$ cat src/hdl/lcd_pkg.sv
package lcd_pkg;

	// timing in microseconds, scaled by clk_per_us in the modules
	localparam int T_POWER_US = 500; // power-up wait
	localparam int T_SETUP_US = 1;   // rs/rw/data valid before e rises
	localparam int T_PULSE_US = 13;  // e high width
	localparam int T_SHORT_US = 50;  // ordinary instruction or data
	localparam int T_CLEAR_US = 200; // clear display, return home
	localparam int T_ENTRY_US = 100; // entry mode set during init

	// same bit order as the host bus {rs, rw, data}
	typedef struct packed {
		logic       rs;
		logic       rw;
		logic [7:0] data;
	} lcd_req_t;

	// power-up configuration word
	typedef struct packed {
		logic lines;   // 1 = two lines
		logic font;    // 1 = 5x10 dots
		logic display; // display on
		logic cursor;  // cursor on
		logic blink;   // cursor blink
		logic inc_dec; // 1 = increment address
		logic shift;   // shift display on write
	} lcd_cfg_t;

	// one command for the strobe generator
	typedef struct packed {
		logic       rs;
		logic       rw;
		logic [7:0] data;
		logic [8:0] hold_us; // whole window length
	} lcd_cmd_t;

	typedef enum logic [3:0] {
		CMD_CLEAR,
		CMD_HOME,
		CMD_ENTRY,
		CMD_DISPLAY,
		CMD_SHIFT,
		CMD_FUNC,
		CMD_CGRAM_ADDR,
		CMD_DDRAM_ADDR,
		CMD_WRITE,
		CMD_READ
	} lcd_cmd_e;

	typedef enum logic [2:0] {
		ST_POWER,
		ST_FUNC,
		ST_DISP,
		ST_CLEAR,
		ST_ENTRY,
		ST_IDLE,
		ST_XFER
	} seq_state_e;

endpackage
$ cat src/hdl/lcd_ctrl.sv
`timescale 1ns/100ps

module lcd_ctrl import lcd_pkg::*; #(
	parameter int clk_per_us = 10
) (
	input  logic       clk,
	input  logic       arst_n,
	input  lcd_cfg_t   cfg,
	input  logic       lcd_enable,
	input  lcd_req_t   lcd_bus,
	output logic       e,
	output logic       rs,
	output logic       rw,
	output logic [7:0] lcd_data,
	output logic       busy
);

	lcd_cmd_e cmd_class;
	lcd_cmd_t req_cmd; // host request with its hold
	lcd_cmd_t cmd;     // command being issued
	logic     issue;
	logic     done;

	lcd_cmd_decode u_decode (
		.req       (lcd_bus),
		.cmd_class (cmd_class),
		.req_cmd   (req_cmd)
	);

	lcd_sequencer #(
		.clk_per_us (clk_per_us)
	) u_seq (
		.clk        (clk),
		.arst_n     (arst_n),
		.cfg        (cfg),
		.lcd_enable (lcd_enable),
		.req_cmd    (req_cmd),
		.cmd_class  (cmd_class),
		.done       (done),
		.issue      (issue),
		.cmd        (cmd),
		.busy       (busy)
	);

	lcd_strobe_gen #(
		.clk_per_us (clk_per_us)
	) u_strobe (
		.clk      (clk),
		.arst_n   (arst_n),
		.issue    (issue),
		.cmd      (cmd),
		.e        (e),
		.rs       (rs),
		.rw       (rw),
		.lcd_data (lcd_data),
		.done     (done)
	);

endmodule

$ cat src/hdl/lcd_strobe_gen.sv
`timescale 1ns/100ps

module lcd_strobe_gen import lcd_pkg::*; #(
	parameter int clk_per_us = 10
) (
	input  logic       clk,
	input  logic       arst_n,
	input  logic       issue,
	input  lcd_cmd_t   cmd,
	output logic       e,
	output logic       rs,
	output logic       rw,
	output logic [7:0] lcd_data,
	output logic       done
);

	localparam int CW    = $clog2(512 * clk_per_us + 1); // fits the largest hold
	localparam int E_ON  = 1 + T_SETUP_US * clk_per_us;
	localparam int E_OFF = (T_SETUP_US + T_PULSE_US) * clk_per_us;

	logic          active;   // inside a command window
	logic [CW-1:0] cnt;      // cycles since issue
	logic [CW-1:0] cnt_nxt;
	logic [CW-1:0] hold_cyc; // window length in cycles
	logic          e_nxt;

	always_comb begin
		cnt_nxt = issue ? CW'(1) : cnt + 1'b1;
		e_nxt   = (cnt_nxt >= CW'(E_ON)) && (cnt_nxt <= CW'(E_OFF));
	end

	assign done = active && (cnt == hold_cyc); // last cycle of the hold

	always_ff @(posedge clk or negedge arst_n) begin
		if (!arst_n) begin
			active   <= 1'b0;
			cnt      <= '0;
			e        <= 1'b0;
			rs       <= 1'b0;
			rw       <= 1'b0;
			lcd_data <= '0;
		end else if (issue) begin
			active   <= 1'b1;
			cnt      <= cnt_nxt;
			e        <= e_nxt;
			rs       <= cmd.rs;
			rw       <= cmd.rw;
			lcd_data <= cmd.data;
		end else if (done) begin
			active   <= 1'b0; // bus back to zero
			cnt      <= '0;
			e        <= 1'b0;
			rs       <= 1'b0;
			rw       <= 1'b0;
			lcd_data <= '0;
		end else if (active) begin
			cnt <= cnt_nxt;
			e   <= e_nxt;
		end
	end

	always_ff @(posedge clk) begin
		if (issue)
			hold_cyc <= CW'(cmd.hold_us * clk_per_us);
	end

endmodule

$ cat src/hdl/lcd_sequencer.sv
`timescale 1ns/100ps

module lcd_sequencer import lcd_pkg::*; #(
	parameter int clk_per_us = 10
) (
	input  logic     clk,
	input  logic     arst_n,
	input  lcd_cfg_t cfg,
	input  logic     lcd_enable,
	input  lcd_cmd_t req_cmd,
	input  lcd_cmd_e cmd_class,
	input  logic     done,
	output logic     issue,
	output lcd_cmd_t cmd,
	output logic     busy
);

	localparam int P_CYC = T_POWER_US * clk_per_us;
	localparam int PW    = $clog2(P_CYC);

	seq_state_e    state;
	seq_state_e    state_nxt;
	logic [PW-1:0] pcnt;       // power-up wait counter
	logic          issue_nxt;
	lcd_cmd_t      cmd_nxt;
	lcd_cmd_e      xfer_class; // class of the accepted host request

	// init command for the step about to start
	function automatic lcd_cmd_t init_cmd(input seq_state_e st, input lcd_cfg_t c);
		lcd_cmd_t r;
		r.rs = 1'b0;
		r.rw = 1'b0;
		case (st)
			ST_FUNC: begin
				r.data    = {4'b0011, c.lines, c.font, 2'b00};
				r.hold_us = 9'(T_SHORT_US);
			end
			ST_DISP: begin
				r.data    = {5'b00001, c.display, c.cursor, c.blink};
				r.hold_us = 9'(T_SHORT_US);
			end
			ST_CLEAR: begin
				r.data    = 8'b0000_0001;
				r.hold_us = 9'(T_CLEAR_US);
			end
			default: begin // entry mode set
				r.data    = {6'b000001, c.inc_dec, c.shift};
				r.hold_us = 9'(T_ENTRY_US);
			end
		endcase
		return r;
	endfunction

	always_comb begin
		state_nxt = state;
		issue_nxt = 1'b0;
		cmd_nxt   = req_cmd;
		case (state)
			ST_POWER: begin
				if (pcnt == PW'(P_CYC - 1)) begin
					state_nxt = ST_FUNC;
					issue_nxt = 1'b1;
				end
			end
			ST_FUNC: begin
				if (done) begin
					state_nxt = ST_DISP;
					issue_nxt = 1'b1;
				end
			end
			ST_DISP: begin
				if (done) begin
					state_nxt = ST_CLEAR;
					issue_nxt = 1'b1;
				end
			end
			ST_CLEAR: begin
				if (done) begin
					state_nxt = ST_ENTRY;
					issue_nxt = 1'b1;
				end
			end
			ST_ENTRY: begin
				if (done)
					state_nxt = ST_IDLE; // init complete
			end
			ST_IDLE: begin
				if (lcd_enable) begin // level, sampled only here
					state_nxt = ST_XFER;
					issue_nxt = 1'b1;
				end
			end
			ST_XFER: begin
				if (done)
					state_nxt = ST_IDLE;
			end
			default: state_nxt = ST_POWER;
		endcase
		if (state_nxt != ST_XFER)
			cmd_nxt = init_cmd(state_nxt, cfg);
	end

	always_ff @(posedge clk or negedge arst_n) begin
		if (!arst_n) begin
			state <= ST_POWER;
			pcnt  <= '0;
			issue <= 1'b0;
			busy  <= 1'b1;
		end else begin
			state <= state_nxt;
			issue <= issue_nxt;
			busy  <= (state_nxt != ST_IDLE); // falls the cycle after done
			if (state == ST_POWER)
				pcnt <= pcnt + 1'b1;
		end
	end

	always_ff @(posedge clk) begin
		if (issue_nxt)
			cmd <= cmd_nxt;
		if (state == ST_IDLE && lcd_enable)
			xfer_class <= cmd_class;
	end

endmodule

$ cat src/hdl/lcd_cmd_decode.sv
`timescale 1ns/100ps

module lcd_cmd_decode import lcd_pkg::*; (
	input  lcd_req_t req,
	output lcd_cmd_e cmd_class,
	output lcd_cmd_t req_cmd
);

	// instruction class from rs, rw and the leading one of data
	always_comb begin
		if (req.rw) begin
			cmd_class = CMD_READ; // busy flag/address or data read
		end else if (req.rs) begin
			cmd_class = CMD_WRITE; // data to ddram or cgram
		end else begin
			casez (req.data)
				8'b1???????: cmd_class = CMD_DDRAM_ADDR;
				8'b01??????: cmd_class = CMD_CGRAM_ADDR;
				8'b001?????: cmd_class = CMD_FUNC;
				8'b0001????: cmd_class = CMD_SHIFT;
				8'b00001???: cmd_class = CMD_DISPLAY;
				8'b000001??: cmd_class = CMD_ENTRY;
				8'b0000001?: cmd_class = CMD_HOME;
				8'b00000001: cmd_class = CMD_CLEAR;
				// 0x00 is no instruction, treated as a short one
				default:     cmd_class = CMD_FUNC;
			endcase
		end
	end

	// the request goes out as is, only the hold is added
	always_comb begin
		req_cmd.rs   = req.rs;
		req_cmd.rw   = req.rw;
		req_cmd.data = req.data;
		if (cmd_class == CMD_CLEAR || cmd_class == CMD_HOME) begin
			req_cmd.hold_us = 9'(T_CLEAR_US); // display needs the long wait
		end else begin
			req_cmd.hold_us = 9'(T_SHORT_US);
		end
	end

endmodule

$ cat config.mk
export PLATFORM = sky130hd
export DESIGN_NAME = lcd_ctrl
export DESIGN_NICKNAME = d
export VERILOG_FILES = /design/src/hdl/lcd_pkg.sv /design/src/hdl/lcd_ctrl.sv /design/src/hdl/lcd_strobe_gen.sv /design/src/hdl/lcd_sequencer.sv /design/src/hdl/lcd_cmd_decode.sv
export SDC_FILE = /design/constraint.sdc
export NUM_CORES = 1
export LEC_CHECK = 0
export BUFFER_PORTS_ARGS = -buffer_cell sky130_fd_sc_hd__buf_2
export CORE_MARGIN = 2
export CORE_UTILIZATION = 54
export DETAILED_ROUTE_END_ITERATION = 6
export GPL_TIMING_DRIVEN = 1
export PLACE_DENSITY_LB_ADDON = 0.2
export RECOVER_POWER = 50
export SETUP_SLACK_MARGIN = 0.5
export SLEW_MARGIN = 20
export SYNTH_ARGS = -nofsm -noshare
export SYNTH_HDL_FRONTEND = slang
export SYNTH_SLANG_ARGS = --single-unit
$ cat constraint.sdc
create_clock -name clk -period 3 [get_ports clk]
set_clock_uncertainty 0.1 [all_clocks]
set_input_delay 0.6 -clock clk [delete_from_list [all_inputs] [get_ports clk]]
set_output_delay 0.6 -clock clk [all_outputs]
set_load 0.005 [all_outputs]
==> impl_metrics.yaml <==
clock_network:
  cts_root_buffer: "clkbuf_8"
  cts_tree: "done"
  clkTransAtPathRegs_ns: 0.08
  h-tree-depth: 3
  cts-buffers-inserted: 9
  cts_sinks: 68
  cts_max_path_buffers: 2
  insertion_delay_ns: 0.35
cells_and_area:
  fillerInstances: 615
  layout.cells.non_filler: 526
  post_route_cells_drive_above_1_share: 0.194
  nNetsFinal: 455
  fin_area_mm2: 0.00450
  post-route-util: 0.627
  synthToLayoutAreaGrowth_pct: 13.9
  diodes: 0
timing:
  fin_crit_ns: 2.46
  fin_crit_sh: 0.820
  worst_pin_slew_ns: 1.10
  setup-violations-final: 0
  slew-limit-headroom: 0.268
  setup_slack_ns: 0.539
  setup_tns_ns: 0
  drv_slew: 0
  hold_ws_ns: 0.341
  rsz0062_at_grt: "true"
  hold_viol_final: 0
  max_freq_ghz: 0.406
setup_path:
  endpoint: "u_seq.cmd[11]"
  endpoint_kind: "flip-flop"
  cpPeakStageDelay_ns: 0.59
  worstPathMaxFanout: 7
  r2r-end: "u_seq.cmd[11]"
  crit_family: "simple AND/OR/NAND/NOR gates"
  rrSetupSlack_ns: 0.54
  required_ns: 3.00
  cp.arrival_ns: 2.46
  startpoint_type: "flip-flop"
  crit_type: "flip-flop to flip-flop"
  reg2reg_from: "u_strobe.cnt[0]"
  worstSetupPathDepth: 8
  crit_chain: "inv_1 > ha_1 > nor2b_2 > nand4_1 > or4_4 > and3_4 > a2111oi_4 > nor3_1"
  ff2ff_path_depth: 8
  crit_path_start: "u_strobe.cnt[0]"
  cp_num_buf_inv: 1
  crit_slowest_cell: "or4_4"
floorplanning:
  dieArea_mm2: 0.00801
  coreArea_mm2: 0.00718
  die_y_um: 89.5
  fp.dieW_um: 89.5
  initial_utilization: 0.550
  core.rowCount: 31
  ios: 32
synthesis:
  synth_nets: 415
  synth_edf_count: 25
  ys_types: 62
  syn_area_mm2: 0.00395
  syn-mean-instance-area_um2: 10.3
  yosys_warnings: 0
  yosys_most_used_dff: "dfrtp_1"
  synth_seq_area_share: 0.463
  async_reset_ff_frac: 0.632
  synthCells: 382
  synth_seq_cells: 68
pwr:
  ir_drop_mv: 0.243
  pwr_density_cell_mw_per_mm2: 394
  power_mw: 1.77
  p_leak_nw: 1.81
run:
  maxCapViolCount: 0
detailed_routing:
  num_vias: 3024
  drt_iter0_drc: 166
  viasPerCell: 5.75
  wire_per_inst_um: 15.6
  totalWireLength_mm: 8.20
  drc: 0
  drtPass1Iterations: 4
  ant_nets: 0
grt:
  grt.total_usage: 0.212
  grt_pass1_wl_mm: 12.8
  grt-ovfl-total: 0
  grt_pass1_vias: 2698
  grt_max_degree: 44
  antenna_found_initial: 0
min_path:
  hold_class: "primary input to asynchronous set/reset pin"
placement:
  dp_hpwl_mm: 5.69
  port_buffers: 31
  globalplace.congestion: 0.893
  dp_slack_ns: 0.270
  dpl_cell_area_mm2: 0.00419
  place_inst: 502
run_status:
  outcome: "finished clean"
-- repair_timing --
| action | CTS | global route |
|---|---|---|
| endpoints found under the setup margin | 21 | 21 |
| gates cloned | 1 | 1 |
| buffers inserted | 1 | 5 |
| resized for setup | 7 | 4 |
| hold buffers | 0 | 0 |
| pin swaps | 1 | 5 |
-- area by class of cell --
| cell class | instances | area [um^2] | area share |
|---|---|---|---|
| clock buffer | 9 | 124 | 0.0275 |
| multi-input combinational | 272 | 1970 | 0.437 |
| sequential | 68 | 1830 | 0.407 |
| clock inverter | 7 | 75.1 | 0.0167 |
| tap | 99 | 124 | 0.0275 |
| inverter | 21 | 78.8 | 0.0175 |
| timing repair buffer | 50 | 299 | 0.0665 |
-- flip-flops by register name, summed over array words and instances (netlist names), 3 cells and up --
signal             flops
u_strobe.hold_cyc     10
u_seq.cmd             15
u_strobe.lcd_data      8
u_strobe.cnt          13
u_seq.pcnt            13
u_seq.state            3
-- power breakdown --
part	internal [mW]	switching [mW]	total (mW)
logic	0.0158	0.0249	0.0407
registers	0.962	0.00263	0.965
clock network	0.388	0.378	0.766
-- worst reg2reg max path: cells and delay by family (launching register included) --
family / cells / cell delay (ns)
flip-flops: 1 / 0.40
AND/OR/NAND/NOR: 5 / 1.20
AO/OA/AOI/OAI: 1 / 0.30
adder cells (fa/ha/maj): 1 / 0.14
buffers and inverters: 1 / 0.07
-- cell usage after synthesis, types with 2 or more instances --
| cell | n | area share |
|---|---|---|
| o21a_1 | 2 | 0.0038 |
| nand2_1 | 39 | 0.037 |
| or3_1 | 5 | 0.0079 |
| clkbuf_1 | 12 | 0.011 |
| inv_1 | 20 | 0.019 |
| edfxtp_1 | 25 | 0.19 |
| a21oi_1 | 13 | 0.016 |
| mux2i_1 | 2 | 0.0051 |
| a22o_1 | 5 | 0.011 |
| nand4_1 | 6 | 0.0095 |
| ha_1 | 12 | 0.038 |
| o21bai_1 | 2 | 0.0038 |
| mux2_2 | 3 | 0.0086 |
| nand2b_1 | 2 | 0.0032 |
| o32ai_1 | 2 | 0.0044 |
| xnor2_2 | 2 | 0.0082 |
| and2_1 | 7 | 0.011 |
| a31oi_1 | 4 | 0.0063 |
| o2111ai_1 | 4 | 0.0089 |
| o31ai_1 | 16 | 0.030 |
| buf_6 | 7 | 0.020 |
| dfrtp_1 | 42 | 0.27 |
| xnor2_1 | 21 | 0.047 |
| nor2b_1 | 5 | 0.0079 |
| xor2_1 | 6 | 0.013 |
| nor4_1 | 3 | 0.0048 |
| o21ai_0 | 20 | 0.025 |
| buf_2 | 3 | 0.0038 |
| nor2_1 | 28 | 0.027 |
| and3_1 | 8 | 0.013 |
| a21o_1 | 4 | 0.0076 |
| nor3_1 | 7 | 0.0089 |
| nand3_1 | 12 | 0.015 |
| a221o_1 | 2 | 0.0051 |
| xnor2_4 | 3 | 0.021 |
| nor4b_1 | 2 | 0.0044 |
-- placed cells by master, fill, tap and decap left out, drive strengths merged, types with 5 or more instances in the layout --
master | Yosys | layout
nand2 | 39 | 39
nor2b | 5 | 5
ha | 12 | 12
nor2 | 28 | 28
o31ai | 17 | 17
buf | 10 | 38
a21oi | 13 | 13
xnor2 | 26 | 26
a22o | 5 | 5
and3 | 9 | 9
xor2 | 6 | 6
nand3 | 13 | 13
dfrtp | 42 | 42
inv | 20 | 22
nor3 | 8 | 8
or3 | 5 | 5
edfxtp | 25 | 25
and2 | 7 | 7
clkbuf | 12 | 21
nand4 | 7 | 7
o21ai | 20 | 21
-- logic make-up after synthesis --
| kind of cell | count (synthesis) | synth area share |
|---|---|---|
| fa+ha+maj | 13 | 0.0431 |
| compound gates | 87 | 0.159 |
| simple gates | 134 | 0.177 |
| mux | 5 | 0.0136 |
| buf+inv | 43 | 0.0551 |
| xor+xnor | 32 | 0.0890 |
| flops | 68 | 0.463 |
-- metal layers --
layer  share of wire  global-route usage  up-vias  routed length, um
li1                -                   -     1469                  -
met3           0.050              0.0369       19                412
met1            0.45               0.295     1443               3670
met2            0.48               0.325       93               3910
met4           0.024              0.0963        0                196
met5               0                   0        -                  0
-- how the worst min path moves through the flow --
stage / endpoint / from / slack (ns) / cells after the start
2_1_floorplan: u_seq.issue / arst_n / 0.20 / 0
3_3_place_gp: u_strobe.lcd_data[0] / u_seq.cmd[9] / 0.34 / 2
3_5_place_dp: u_strobe.lcd_data[6] / u_seq.cmd[15] / 0.34 / 2
4_1_cts: u_strobe.lcd_data[2] / arst_n / 0.33 / 1
5_1_grt: u_strobe.lcd_data[6] / u_seq.cmd[15] / 0.38 / 2
6_report: u_strobe.cnt[5] / arst_n / 0.34 / 1
No activity file was read; power rests on OpenSTA's default activity.
